## config.mk

```make
export PLATFORM = sky130hd
export DESIGN_NAME = alut
export DESIGN_NICKNAME = d
export VERILOG_FILES = /design/src/common/alut_pkg.sv /design/src/design/alut_timebase.sv /design/src/alut/alut_reg_bank.sv /design/src/alut/alut_addr_checker.sv /design/src/alut/alut_age_checker.sv /design/src/alut/alut.sv
export SDC_FILE = /design/constraint.sdc
export NUM_CORES = 1
export LEC_CHECK = 0
export ABC_AREA = 0
export BUFFER_PORTS_ARGS = -buffer_cell sky130_fd_sc_hd__buf_4
export CAP_MARGIN = 20
export CORE_UTILIZATION = 40
export DETAILED_ROUTE_END_ITERATION = 10
export MAX_ROUTING_LAYER = met4
export PLACE_DENSITY = 0.58
export SYNTH_ARGS = -nofsm -noshare
export SYNTH_HDL_FRONTEND = slang
export SYNTH_HIERARCHICAL = 1
export SYNTH_SLANG_ARGS = --single-unit
export TNS_END_PERCENT = 5
```

## constraint.sdc

```tcl
create_clock -name pclk7 -period 20.2 [get_ports pclk7]
set_input_delay 3.03 -clock pclk7 [delete_from_list [all_inputs] [get_ports pclk7]]
set_output_delay 3.03 -clock pclk7 [all_outputs]
set_load 0.05 [all_outputs]
```

## src/common/alut_pkg.sv

```systemverilog
// register map, command encoding and shared widths of the address lookup table
package alut_pkg;

   // widths of the frame fields
   parameter int MAC_W   = 48;   // mac address
   parameter int PORT_W  = 2;    // switch port number
   parameter int TIME_W  = 32;   // timestamp and age
   parameter int DPORT_W = 5;    // 4 switch ports plus cpu bit

   // ----------------------------------------------------------
   // apb register offsets, byte addressed
   // ----------------------------------------------------------
   typedef enum logic [6:0] {
      al_frm_d_addr_l   = 7'h00,   // dest addr bits 31:0
      al_frm_d_addr_u   = 7'h04,   // dest addr bits 47:32
      al_frm_s_addr_l   = 7'h08,
      al_frm_s_addr_u   = 7'h0c,
      al_s_port         = 7'h10,
      al_d_port         = 7'h14,   // lookup result, read only
      al_mac_addr_l     = 7'h18,   // switch own address
      al_mac_addr_u     = 7'h1c,
      al_cur_time       = 7'h20,   // read only
      al_bb_age         = 7'h24,
      al_div_clk        = 7'h28,
      al_status         = 7'h2c,   // active, inval in prog, reused
      al_command        = 7'h30,   // reads zero
      al_lst_inv_addr_l = 7'h34,
      al_lst_inv_addr_u = 7'h38,
      al_lst_inv_port   = 7'h3c
   } reg_addr_e;

   // command register encoding
   typedef enum logic [1:0] {
      cmd_none  = 2'd0,
      cmd_check = 2'd1,   // learn source, look up destination
      cmd_age   = 2'd2,   // drop stale entries
      cmd_clear = 2'd3    // drop every entry
   } command_e;

endpackage

```

## src/design/alut_timebase.sv

```systemverilog
// time base: programmable prescaler and free running current time counter
`timescale 1ns/1ps

module alut_timebase
   import alut_pkg::*;
(
   input  logic              pclk7,
   input  logic              n_p_reset7,
   input  logic [7:0]        div_clk,      // time tick every div_clk+1 cycles
   output logic [TIME_W-1:0] curr_time
);

   logic [7:0] prescale;   // cycles since last tick

   // prescaler restarts on reaching the divider
   // >= so a smaller divider written mid count still wraps
   always_ff @(posedge pclk7 or negedge n_p_reset7)
   begin
      if (!n_p_reset7)
      begin
         prescale  <= 8'd0;
         curr_time <= '0;
      end
      else if (prescale >= div_clk)
      begin
         prescale  <= 8'd0;
         curr_time <= curr_time + 1'b1;   // wraps at 2**32
      end
      else
      begin
         prescale  <= prescale + 1'b1;
      end
   end

endmodule

```

## src/alut/alut_reg_bank.sv

```systemverilog
// apb register bank: write decode, self clearing command, status,
// last invalidated capture and registered read mux
`timescale 1ns/1ps

module alut_reg_bank
   import alut_pkg::*;
(
   input  logic               pclk7,
   input  logic               n_p_reset7,
   input  logic               psel7,
   input  logic               penable7,
   input  logic               pwrite7,
   input  logic [6:0]         paddr7,
   input  logic [31:0]        pwdata7,
   input  logic [TIME_W-1:0]  curr_time,
   input  logic               add_check_active,
   input  logic               age_check_active,
   input  logic               inval_in_prog,      // status bit 1
   input  logic               reused,             // status bit 2
   input  logic [DPORT_W-1:0] d_port,
   input  logic [MAC_W-1:0]   lst_inv_addr_nrm,   // overwritten by a learn
   input  logic [PORT_W-1:0]  lst_inv_port_nrm,
   input  logic [MAC_W-1:0]   lst_inv_addr_cmd,   // dropped by age or clear
   input  logic [PORT_W-1:0]  lst_inv_port_cmd,
   output logic [MAC_W-1:0]   mac_addr,
   output logic [MAC_W-1:0]   d_addr,
   output logic [MAC_W-1:0]   s_addr,
   output logic [PORT_W-1:0]  s_port,
   output logic [TIME_W-1:0]  best_bfr_age,
   output logic [7:0]         div_clk,
   output command_e           command,
   output logic [31:0]        prdata7,
   output logic               clear_reused,
   output logic               status_active
);

   logic        read_enable;    // setup phase of a read
   logic        write_enable;   // access phase of a write
   logic [31:0] frm_d_addr_l;
   logic [15:0] frm_d_addr_u;
   logic [31:0] frm_s_addr_l;
   logic [15:0] frm_s_addr_u;
   logic [31:0] mac_addr_l;
   logic [15:0] mac_addr_u;
   logic [MAC_W-1:0]  lst_inv_addr;
   logic [PORT_W-1:0] lst_inv_port;

   assign read_enable  = psel7 & ~penable7 & ~pwrite7;
   assign write_enable = psel7 & penable7 & pwrite7;

   assign mac_addr = {mac_addr_u, mac_addr_l};
   assign d_addr   = {frm_d_addr_u, frm_d_addr_l};
   assign s_addr   = {frm_s_addr_u, frm_s_addr_l};

   assign status_active = add_check_active | age_check_active;
   // reading status while idle acknowledges the reused flag
   assign clear_reused  = read_enable & (paddr7 == al_status) & ~status_active;

   // ----------------------------------------------------------
   // writable registers
   // ----------------------------------------------------------
   always_ff @(posedge pclk7 or negedge n_p_reset7)
   begin
      if (!n_p_reset7)
      begin
         frm_d_addr_l <= '0;
         frm_d_addr_u <= '0;
         frm_s_addr_l <= '0;
         frm_s_addr_u <= '0;
         s_port       <= '0;
         mac_addr_l   <= '0;
         mac_addr_u   <= '0;
         best_bfr_age <= '1;   // nothing ages until programmed
         div_clk      <= '0;
      end
      else if (write_enable)
      begin
         case (paddr7)
            al_frm_d_addr_l : frm_d_addr_l <= pwdata7;
            al_frm_d_addr_u : frm_d_addr_u <= pwdata7[15:0];   // upper halves 16 bit
            al_frm_s_addr_l : frm_s_addr_l <= pwdata7;
            al_frm_s_addr_u : frm_s_addr_u <= pwdata7[15:0];
            al_s_port       : s_port       <= pwdata7[PORT_W-1:0];
            al_mac_addr_l   : mac_addr_l   <= pwdata7;
            al_mac_addr_u   : mac_addr_u   <= pwdata7[15:0];
            al_bb_age       : best_bfr_age <= pwdata7;
            al_div_clk      : div_clk      <= pwdata7[7:0];
            default         : ;   // read only or unmapped
         endcase
      end
   end

   // command is a single cycle pulse, dropped while a check runs
   always_ff @(posedge pclk7 or negedge n_p_reset7)
   begin
      if (!n_p_reset7)
         command <= cmd_none;
      else if (command != cmd_none)
         command <= cmd_none;   // self clear
      else if (write_enable & (paddr7 == al_command) & ~status_active)
         command <= command_e'(pwdata7[1:0]);
   end

   // ----------------------------------------------------------
   // last invalidated entry, overwrite beats sweep
   // ----------------------------------------------------------
   always_ff @(posedge pclk7 or negedge n_p_reset7)
   begin
      if (!n_p_reset7)
      begin
         lst_inv_addr <= '0;
         lst_inv_port <= '0;
      end
      else if (reused)
      begin
         lst_inv_addr <= lst_inv_addr_nrm;
         lst_inv_port <= lst_inv_port_nrm;
      end
      else if (inval_in_prog)
      begin
         lst_inv_addr <= lst_inv_addr_cmd;
         lst_inv_port <= lst_inv_port_cmd;
      end
   end

   // read mux, decoded in setup so data is there in access
   always_ff @(posedge pclk7 or negedge n_p_reset7)
   begin
      if (!n_p_reset7)
         prdata7 <= '0;
      else if (read_enable)
      begin
         case (paddr7)
            al_frm_d_addr_l   : prdata7 <= frm_d_addr_l;
            al_frm_d_addr_u   : prdata7 <= {16'd0, frm_d_addr_u};
            al_frm_s_addr_l   : prdata7 <= frm_s_addr_l;
            al_frm_s_addr_u   : prdata7 <= {16'd0, frm_s_addr_u};
            al_s_port         : prdata7 <= {30'd0, s_port};
            al_d_port         : prdata7 <= {27'd0, d_port};
            al_mac_addr_l     : prdata7 <= mac_addr_l;
            al_mac_addr_u     : prdata7 <= {16'd0, mac_addr_u};
            al_cur_time       : prdata7 <= curr_time;
            al_bb_age         : prdata7 <= best_bfr_age;
            al_div_clk        : prdata7 <= {24'd0, div_clk};
            al_status         : prdata7 <= {29'd0, reused, inval_in_prog, status_active};
            al_lst_inv_addr_l : prdata7 <= lst_inv_addr[31:0];
            al_lst_inv_addr_u : prdata7 <= {16'd0, lst_inv_addr[47:32]};
            al_lst_inv_port   : prdata7 <= {30'd0, lst_inv_port};
            default           : prdata7 <= '0;   // command reads zero
         endcase
      end
      else
         prdata7 <= '0;   // bus quiet outside reads
   end

endmodule

```

## src/alut/alut_addr_checker.sv

```systemverilog
// address checker: direct mapped table, destination lookup, source learning
// and overwrite detection
`timescale 1ns/1ps

module alut_addr_checker
   import alut_pkg::*;
#(
   parameter int table_depth = 4
)
(
   input  logic                            pclk7,
   input  logic                            n_p_reset7,
   input  command_e                        command,
   input  logic [MAC_W-1:0]                s_addr,
   input  logic [PORT_W-1:0]               s_port,
   input  logic [MAC_W-1:0]                d_addr,
   input  logic [MAC_W-1:0]                mac_addr,
   input  logic [TIME_W-1:0]               curr_time,
   input  logic                            clear_reused,
   input  logic                            inval_strobe,   // from age checker
   input  logic [$clog2(table_depth)-1:0]  inval_index,
   output logic                            add_check_active,
   output logic [DPORT_W-1:0]              d_port,
   output logic                            reused,         // sticky
   output logic [MAC_W-1:0]                lst_inv_addr_nrm,
   output logic [PORT_W-1:0]               lst_inv_port_nrm,
   output logic [table_depth-1:0]          entry_valid,
   output logic [table_depth*MAC_W-1:0]    entry_addr,
   output logic [table_depth*PORT_W-1:0]   entry_port,
   output logic [table_depth*TIME_W-1:0]   entry_stamp
);

   localparam int idx_w = $clog2(table_depth);

   typedef enum logic [1:0] {idle, lookup, learn} chk_state_e;

   chk_state_e        state;
   logic [MAC_W-1:0]  tbl_addr  [table_depth];
   logic [PORT_W-1:0] tbl_port  [table_depth];
   logic [TIME_W-1:0] tbl_stamp [table_depth];
   logic [idx_w-1:0]  s_idx;       // low source bits, no hashing
   logic [idx_w-1:0]  d_idx;
   logic              d_hit;
   logic              overwrite;   // learn displaces another address

   assign s_idx     = s_addr[idx_w-1:0];
   assign d_idx     = d_addr[idx_w-1:0];
   assign d_hit     = entry_valid[d_idx] && (tbl_addr[d_idx] == d_addr);
   assign overwrite = entry_valid[s_idx] && (tbl_addr[s_idx] != s_addr);

   assign add_check_active = (state != idle);   // lookup + learn, 2 cycles

   // ----------------------------------------------------------
   // check sequencer
   // ----------------------------------------------------------
   always_ff @(posedge pclk7 or negedge n_p_reset7)
   begin
      if (!n_p_reset7)
         state <= idle;
      else
      begin
         case (state)
            idle    : if (command == cmd_check) state <= lookup;
            lookup  : state <= learn;
            default : state <= idle;   // learn done
         endcase
      end
   end

   // lookup result
   always_ff @(posedge pclk7 or negedge n_p_reset7)
   begin
      if (!n_p_reset7)
         d_port <= '0;
      else if (state == lookup)
      begin
         if (d_addr == mac_addr)
            d_port <= 5'b1_0000;   // for the switch cpu
         else if (d_hit)
            d_port <= DPORT_W'(1) << tbl_port[d_idx];
         else
            d_port <= {1'b0, ~(4'b0001 << s_port)};   // flood, not back to source
      end
   end

   // valid bits and sticky reused flag
   always_ff @(posedge pclk7 or negedge n_p_reset7)
   begin
      if (!n_p_reset7)
      begin
         entry_valid <= '0;
         reused      <= 1'b0;
      end
      else
      begin
         if (inval_strobe)
            entry_valid[inval_index] <= 1'b0;
         if (state == learn)
            entry_valid[s_idx] <= 1'b1;
         if ((state == learn) && overwrite)
            reused <= 1'b1;
         else if (clear_reused)
            reused <= 1'b0;
      end
   end

   // table payload and displaced entry
   always_ff @(posedge pclk7)
   begin
      if (state == learn)
      begin
         if (overwrite)
         begin
            lst_inv_addr_nrm <= tbl_addr[s_idx];
            lst_inv_port_nrm <= tbl_port[s_idx];
         end
         tbl_addr[s_idx]  <= s_addr;      // same addr just restamps
         tbl_port[s_idx]  <= s_port;
         tbl_stamp[s_idx] <= curr_time;
      end
   end

   // flattened view for the age checker
   for (genvar i = 0; i < table_depth; i++)
   begin : g_flat
      assign entry_addr[i*MAC_W +: MAC_W]    = tbl_addr[i];
      assign entry_port[i*PORT_W +: PORT_W]  = tbl_port[i];
      assign entry_stamp[i*TIME_W +: TIME_W] = tbl_stamp[i];
   end

endmodule

```

## src/alut/alut_age_checker.sv

```systemverilog
// age checker: one entry per cycle sweep for the age and clear commands
`timescale 1ns/1ps

module alut_age_checker
   import alut_pkg::*;
#(
   parameter int table_depth = 4
)
(
   input  logic                            pclk7,
   input  logic                            n_p_reset7,
   input  command_e                        command,
   input  logic [TIME_W-1:0]               curr_time,
   input  logic [TIME_W-1:0]               best_bfr_age,
   input  logic [table_depth-1:0]          entry_valid,
   input  logic [table_depth*MAC_W-1:0]    entry_addr,
   input  logic [table_depth*PORT_W-1:0]   entry_port,
   input  logic [table_depth*TIME_W-1:0]   entry_stamp,
   output logic                            age_check_active,
   output logic                            inval_in_prog,   // status bit 1
   output logic                            inval_strobe,    // to address checker
   output logic [$clog2(table_depth)-1:0]  inval_index,
   output logic [MAC_W-1:0]                lst_inv_addr_cmd,
   output logic [PORT_W-1:0]               lst_inv_port_cmd
);

   localparam int idx_w = $clog2(table_depth);

   typedef enum logic {idle, sweep} age_state_e;

   age_state_e        state;
   logic [idx_w-1:0]  sweep_idx;    // entry under test
   logic              clear_mode;   // latched at sweep start
   logic [TIME_W-1:0] entry_age;
   logic              drop;

   // ----------------------------------------------------------
   // sweep sequencer
   // ----------------------------------------------------------
   always_ff @(posedge pclk7 or negedge n_p_reset7)
   begin
      if (!n_p_reset7)
      begin
         state      <= idle;
         sweep_idx  <= '0;
         clear_mode <= 1'b0;
      end
      else if (state == idle)
      begin
         if ((command == cmd_age) || (command == cmd_clear))
         begin
            state      <= sweep;
            sweep_idx  <= '0;
            clear_mode <= (command == cmd_clear);
         end
      end
      else
      begin
         sweep_idx <= sweep_idx + 1'b1;
         if (sweep_idx == idx_w'(table_depth - 1))
            state <= idle;   // last entry tested
      end
   end

   assign age_check_active = (state == sweep);

   // modulo 2**32 difference survives a timer wrap
   assign entry_age = curr_time - entry_stamp[sweep_idx*TIME_W +: TIME_W];
   assign drop      = age_check_active && entry_valid[sweep_idx]
                      && (clear_mode || (entry_age > best_bfr_age));

   assign inval_strobe     = drop;
   assign inval_in_prog    = drop;
   assign inval_index      = sweep_idx;
   assign lst_inv_addr_cmd = entry_addr[sweep_idx*MAC_W +: MAC_W];
   assign lst_inv_port_cmd = entry_port[sweep_idx*PORT_W +: PORT_W];

endmodule

```

## src/alut/alut.sv

```systemverilog
// alut top level: register bank, time base, address and age checkers
`timescale 1ns/1ps

module alut
   import alut_pkg::*;
#(
   parameter int table_depth = 4   // power of two
)
(
   input  logic               pclk7,
   input  logic               n_p_reset7,
   input  logic               psel7,
   input  logic               penable7,
   input  logic               pwrite7,
   input  logic [6:0]         paddr7,
   input  logic [31:0]        pwdata7,
   output logic [31:0]        prdata7,
   output logic               status_active,   // software polls this
   output logic               inval_in_prog,
   output logic [DPORT_W-1:0] d_port
);

   localparam int idx_w = $clog2(table_depth);

   // ----------------------------------------------------------
   // interconnect
   // ----------------------------------------------------------
   logic [MAC_W-1:0]              mac_addr;
   logic [MAC_W-1:0]              d_addr;
   logic [MAC_W-1:0]              s_addr;
   logic [PORT_W-1:0]             s_port;
   logic [TIME_W-1:0]             best_bfr_age;
   logic [7:0]                    div_clk;
   command_e                      command;
   logic                          clear_reused;
   logic [TIME_W-1:0]             curr_time;
   logic                          add_check_active;
   logic                          age_check_active;
   logic                          reused;
   logic [MAC_W-1:0]              lst_inv_addr_nrm;
   logic [PORT_W-1:0]             lst_inv_port_nrm;
   logic [MAC_W-1:0]              lst_inv_addr_cmd;
   logic [PORT_W-1:0]             lst_inv_port_cmd;
   logic [table_depth-1:0]        entry_valid;   // table view for aging
   logic [table_depth*MAC_W-1:0]  entry_addr;
   logic [table_depth*PORT_W-1:0] entry_port;
   logic [table_depth*TIME_W-1:0] entry_stamp;
   logic                          inval_strobe;
   logic [idx_w-1:0]              inval_index;

   alut_reg_bank i_reg_bank (.*);

   alut_timebase i_timebase (.*);

   alut_addr_checker #(.table_depth(table_depth)) i_addr_checker (.*);

   alut_age_checker #(.table_depth(table_depth)) i_age_checker (.*);

endmodule

```

# After elaboration in Yosys (flattened, before gate mapping)
# Memories as Yosys holds them, arrays and structs flattened. A register that Yosys moved wholly into a read port is not among the register bits.
# Cells that the tools add are included.
[word_totals]
n_memories = 3
register_bits = 374
ramBits = 328
output_inout_bits = 39
word_cells = 147
in_bits = 44
[mem_list]
columns = ["memory", "words", "word_bits", "read_ports", "rd_clocked_by_memory_dff", "write_ports", "line_no", "rtl"]
rows = [
  ["i_addr_checker.tbl_addr", 4, 48, 6, 0, 1, "alut_addr_checker.sv:38", "logic [MAC_W-1:0] tbl_addr [table_depth];"],
  ["i_addr_checker.tbl_stamp", 4, 32, 4, 0, 1, "alut_addr_checker.sv:40", "logic [TIME_W-1:0] tbl_stamp [table_depth];"],
  ["i_addr_checker.tbl_port", 4, 2, 6, 1, 1, "alut_addr_checker.sv:39", "logic [PORT_W-1:0] tbl_port [table_depth];"],
]
[op_classes]
order_cmp = 7
bitwise = 17
shifts = 5
mul = 1
n_eq_ne = 25
n_mux = 34
addsub = 4
n_reduce_logical = 28
[ops]
columns = ["cell", "count"]
rows = [
  ["$pmux W32 S15", 1],
  ["$shiftx A192 B9 Y48", 1],
  ["$shiftx A128 B8 Y32", 1],
  ["$eq A48 B48 Y1", 2],
  ["$mux W48", 2],
  ["$eq A7 B6 Y1 const B", 8],
  ["$ne A48 B48 Y1", 1],
  ["$add A32 B1 Y32 const B", 1],
  ["$gt A32 B32 Y1", 1],
  ["$mux W32", 1],
  ["$sub A32 B32 Y32", 1],
  ["$eq A7 B5 Y1 const B", 4],
  ["$reduce_and A2 Y1", 11],
  ["$eq A7 B4 Y1 const B", 2],
  ["$mux W2", 7],
  ["$mux W1", 12],
  ["$reduce_bool A2 Y1", 6],
  ["$mux W5", 2],
  ["$lt A2 B3 Y1 const B", 3],
  ["$add A8 B1 Y8 const B", 1],
  ["$and A1 B1 Y1", 8],
  ["$eq A2 B2 Y1 const B", 4],
  ["$ge A8 B8 Y1", 1],
  ["$mux W4", 2],
  ["other kinds (22)", 38],
]

# Depth between registers and ports, before layout
[logic_depth]
word_depth = 9
mapped_depth = 25
mapped_depth_nobuf = 22

# Cells and area by module
# The synthesis kept the hierarchy.
[modules_own_cells]
columns = ["module", "cells_each", "n_inst", "area_each_um2", "seq_area_each_um2"]
rows = [
  ["alut_addr_checker", 812, 1, 16154.2, 11651.2],
  ["alut_reg_bank", 1050, 1, 12873.6, 6796.5],
  ["alut_age_checker", 506, 1, 4845.9, 100.1],
  ["alut_timebase", 197, 1, 2112.0, 1001.0],
]

# Worst setup path after synthesis
# Ideal clock, no wire load.
[synth_timing]
path_kind = "reg-to-reg"
from = "register i_reg_bank.frm_s_addr_l[0]"
to = "memory i_addr_checker.tbl_addr[1][0] (enable)"
t_arrival_ns = 7.528
n_path_buf = 3
synth_period_minus_slack_ns = 8.169
setup_ns = 0.642
required_time_ns = 19.558
stages_incl_launch_ff = 5
path_slack_ns = 12.031
path_cell_list = "dfrtp_1 > clkbuf_1 > clkbuf_1 > clkbuf_1 > nor3b_1"
[synth_lines]
columns = ["item", "line_no", "rtl"]
rows = [
  ["from (decl)", "alut_reg_bank.sv:41", "logic [31:0] frm_s_addr_l;"],
  ["from (signal assigned)", "alut_reg_bank.sv:81", "al_frm_s_addr_l : frm_s_addr_l <= pwdata7;"],
  ["to (decl)", "alut_addr_checker.sv:38", ""],
]
# No word-level cell before the write port.

# Worst setup path after layout
[layout_timing]
from = "register i_age_checker.sweep_idx[0] (netlist: i_age_checker/inval_index[0])"
to = "output port inval_in_prog"
[layout_between]
elab_chain_cells = 5
word_cells_on_any_way = 8
cone_classes = "add/sub: 1; order compare: 1; shift: 1; mux: 2; reduce/logical: 3"
[layout_lines]
columns = ["item", "line_no", "rtl"]
rows = [
  ["from (decl)", "alut_age_checker.sv:32", "logic [idx_w-1:0] sweep_idx;"],
  ["from (signal assigned)", "alut_age_checker.sv:59", "sweep_idx <= sweep_idx + 1'b1;"],
  ["$shiftx A128 B8 Y32", "alut_age_checker.sv:68", "assign entry_age = curr_time - entry_stamp[sweep_idx*TIME_W +: TIME_W];"],
  ["$sub A32 B32 Y32", "alut_age_checker.sv:68", ""],
  ["$gt A32 B32 Y1", "alut_age_checker.sv:70", "&& (clear_mode || (entry_age > best_bfr_age));"],
  ["$logic_or A1 B1 Y1", "alut_age_checker.sv:70", ""],
  ["$logic_and A1 B1 Y1 *", "alut_age_checker.sv:70", ""],
  ["to (decl)", "alut.sv:19", "output logic inval_in_prog,"],
]
# Mark *: on every way between the ends. The rest lies on a longest branch, timed or not. The select of a mux whose other input is x is not followed.

==> impl_metrics.env <==
export IMPL_status="finished, violations left"
export IMPL_violations="design-rule violations"
export IMPL_cts_hold_fix_buffers=0
export IMPL_grtUsageTotal=0.271
export IMPL_period_share=0.482
export IMPL_viasPerCell=6.16
export IMPL_maxCapViolCount=0
export IMPL_die_w_um=302
export IMPL_max_freq_mhz=103
export IMPL_final_antenna_net_count=0
export IMPL_syn_area_per_cell_um2=14.0
export IMPL_fin_skew_ns=0.0233
export IMPL_slew_headroom=0.228
export IMPL_grt_pass1_wl_um=172000
export IMPL_first_pass_iters=8
export IMPL_r2r_end="i_reg_bank/lst_inv_addr[6]$_DFFE_PN0P_"
export IMPL_syn_area_mm2=0.0360
export IMPL_yosysTopAreaCell="edfxtp_1"
export IMPL_grt_pass1_vias=23608
export IMPL_syn_num_nets=2685
export IMPL_cts_sinks=704
export IMPL_setup_viol=0
export IMPL_dieHeight_um=302
export IMPL_maxSlewViolCount=0
export IMPL_power_frac_seq=0.454
export IMPL_synth_seq_area_share=0.543
export IMPL_sw_frac_of_total=0.270
export IMPL_ctsResizeCount=0
export IMPL_cts_root_buf="clkbuf_16"
export IMPL_leakage_nw=15.0
export IMPL_synth_ff_type="edfxtp_1"
export IMPL_drc=7
export IMPL_worstSetupEndpoint="inval_in_prog"
export IMPL_r2r_start="i_age_checker/inval_index[0]$_DFFE_PN0P_"
export IMPL_synth_edff_count=378
export IMPL_grt_max_degree=80
export IMPL_p_int_mw=2.62
export IMPL_core_area_mm2=0.0888
export IMPL_tightest_slew_ns=1.16
export IMPL_timing_setup_tns_ns=0
export IMPL_cpPeakStageDelay_ns=1.01
export IMPL_criticalPathCategory="reg2out"
export IMPL_path_clk_slew_ns=0.06
export IMPL_gp_congestion=0.980
export IMPL_rsz0062_at_grt="false"
export IMPL_reg2reg_slack_ns=12.55
export IMPL_hold_viol=0
export IMPL_fin_util=0.454
export IMPL_comb_power_share=0.154
export IMPL_clkPwrFrac=0.392
export IMPL_hold_class="reg2reg"
export IMPL_power_density_mw_per_mm2=89.0
export IMPL_io_buffer_count=82
export IMPL_num_vias=23801
export IMPL_netlist_area_leader_share=0.315
export IMPL_antenna_found_initial=3
export IMPL_ioPinCount=83
export IMPL_synth_warnings=6
export IMPL_cts_buffer_depth=3
export IMPL_cts_inserted_buffers=78
export IMPL_hpwl_um=81700
export IMPL_syn_inst=2565
export IMPL_die_area_mm2=0.0912
export IMPL_ys_ff_latch=704
export IMPL_routedWlPerCell_um=30.8
export IMPL_insertion_delay_ns=0.62
export IMPL_synthArstFlopShare=0.463
export IMPL_initial_core_util=0.405
export IMPL_netSwitchingPower_mw=0.968
export IMPL_period_minus_slack_ns=9.73
export IMPL_synth_distinct_cells=98
export IMPL_synth_top_cells_by_area="edfxtp_1 32%, dfrtp_1 20%, mux4_2 11%"
export IMPL_grt_ovfl_total=0
export IMPL_worstSetupStartpointType="flop"
export IMPL_drive_above_1_share=0.261
export IMPL_total_power_mw=3.59
export IMPL_slowest_stage="dfrtp_4"
export IMPL_ir_drop_mv=0.0702
export IMPL_wirelength_um=119000
export IMPL_drt_iter0_markers=2652
export IMPL_critPathCaptureType="output pin"
export IMPL_path_max_fanout=40
export IMPL_fin_nets=2756
export IMPL_cp_cell_sequence="buf_4, mux4_2, inv_1, ha_1, and3_2, o2111ai_1, a2111oi_2, nor2_1, o311a_1, ha_1, nand4_1, nor4_1, o31ai_1, a21oi_4, buf_4"
export IMPL_fp_row_count=109
export IMPL_final_cell_mix="378 x edfxtp_1, 287 x dfrtp_1, 175 x mux4_2"
export IMPL_cts_tree="done"
export IMPL_cp_arrival_ns=6.70
export IMPL_area_growth_syn_to_layout_pct=12.1
export IMPL_layout_commonest_cell="edfxtp_1"
export IMPL_worstSetupStartpoint="i_age_checker/inval_index[0]$_DFFE_PN0P_"
export IMPL_cts_htree_levels=3
export IMPL_crit_required_ns=17.17
export IMPL_cts_setup_buffers=0
export IMPL_worstRegToRegCells=18
## power by group through the flow
stage	logic (mW)	clock network [mW]	registers (mW)
4_1_cts	0.546	1.43	1.63
2_1_floorplan	0.418	0	1.60
6_report	0.551	1.41	1.63
3_5_place_dp	0.542	0	1.66
5_1_grt	0.592	1.48	1.64
3_3_place_gp	0.537	0	1.66
## through the flow
step	worst slack (ns)	hold slack (ns)	std cells	cell area, µm²
6_report	10.47	0.449	3864	40300
5_1_grt	10.01	0.472	3864	40300
4_1_cts	10.31	0.453	3861	40300
3_5_place_dp	11.00	0.444	3720	37800
3_3_place_gp	11.04	0.434	3719	37800
2_1_floorplan	12.03	0.426	2565	36000
## layer usage
metal / wire (µm) / global-route usage
met1: 52600 / 0.387
met2: 53500 / 0.398
met3: 8700 / 0.0409
met4: 4030 / 0.0853
met5: 0 / -
## worst min-delay path by stage
| stage | endpoint | depth (start not counted) | slack [ns] | from |
|---|---|---|---|---|
| after floorplan | i_reg_bank/lst_inv_addr[46]$_DFFE_PN0P_ | 2 | 0.43 | i_addr_checker/lst_inv_addr_nrm[46]$_DFFE_PP_ |
| after global placement | i_reg_bank/lst_inv_addr[15]$_DFFE_PN0P_ | 2 | 0.43 | i_addr_checker/lst_inv_addr_nrm[15]$_DFFE_PP_ |
| after detailed placement | i_reg_bank/lst_inv_addr[22]$_DFFE_PN0P_ | 2 | 0.44 | i_addr_checker/lst_inv_addr_nrm[22]$_DFFE_PP_ |
| after CTS | i_reg_bank/lst_inv_addr[30]$_DFFE_PN0P_ | 2 | 0.45 | i_addr_checker/lst_inv_addr_nrm[30]$_DFFE_PP_ |
| after global routing | i_reg_bank/lst_inv_addr[43]$_DFFE_PN0P_ | 2 | 0.47 | i_addr_checker/lst_inv_addr_nrm[43]$_DFFE_PP_ |
| final | i_reg_bank/lst_inv_addr[17]$_DFFE_PN0P_ | 2 | 0.45 | i_addr_checker/lst_inv_addr_nrm[17]$_DFFE_PP_ |
## state kept, by name (all words and copies together), names as in the netlist, 32 cells and up
signal	flops
i_addr_checker/tbl_addr	192
i_addr_checker/tbl_stamp	128
i_addr_checker/lst_inv_addr_nrm	48
i_reg_bank/lst_inv_addr	48
i_reg_bank/best_bfr_age	32
i_reg_bank/frm_d_addr_l	32
i_reg_bank/frm_s_addr_l	32
i_reg_bank/mac_addr_l	32
i_reg_bank/prdata7	32
i_timebase/curr_time	32
## logic make-up (layout without fill, tap and decap cells)
logic type / Yosys count / in the layout / share of synthesized area
AO/OA/AOI/OAI: 390 / 390 / 0.0734
other: 0 / 2 / 0
adder cells (fa/ha/maj): 76 / 76 / 0.0266
buffers and inverters: 225 / 357 / 0.0291
AND/OR/NAND/NOR: 494 / 494 / 0.0753
XOR/XNOR: 196 / 196 / 0.0477
flip-flops: 704 / 704 / 0.543
multiplexers: 480 / 480 / 0.205
## cell usage after synthesis, types with 73 or more instances
cell type and n:
dfrtp_1 294, nor2_1 73, xor2_1 73, mux4_2 175, edfxtp_1 378, o21ai_0 92
mux2i_1 99, xnor2_1 123, inv_1 85, nand2_1 144, mux2_2 160, ha_1 75
## critical path, delay by kind of cell (launching register included)
kind	cells	cell delay, ns
AOI/OAI and AO/OA	5	1.76
and+or+nand+nor	4	1.33
DFF	1	1.01
buffers and inverters	3	0.87
muxes	1	0.56
adders and majority gates	2	0.53
## cell type report
type / count / area [µm²]
clock inverter: 29 / 250
antenna: 2 / 5.00
fill: 7882 / 48500
timing repair buffer: 131 / 995
tap: 1165 / 1460
multi-input combinational: 1636 / 15500
inverter: 85 / 319
clock buffer: 112 / 2240
sequential: 704 / 19600
(Power assumes the default switching activity.)
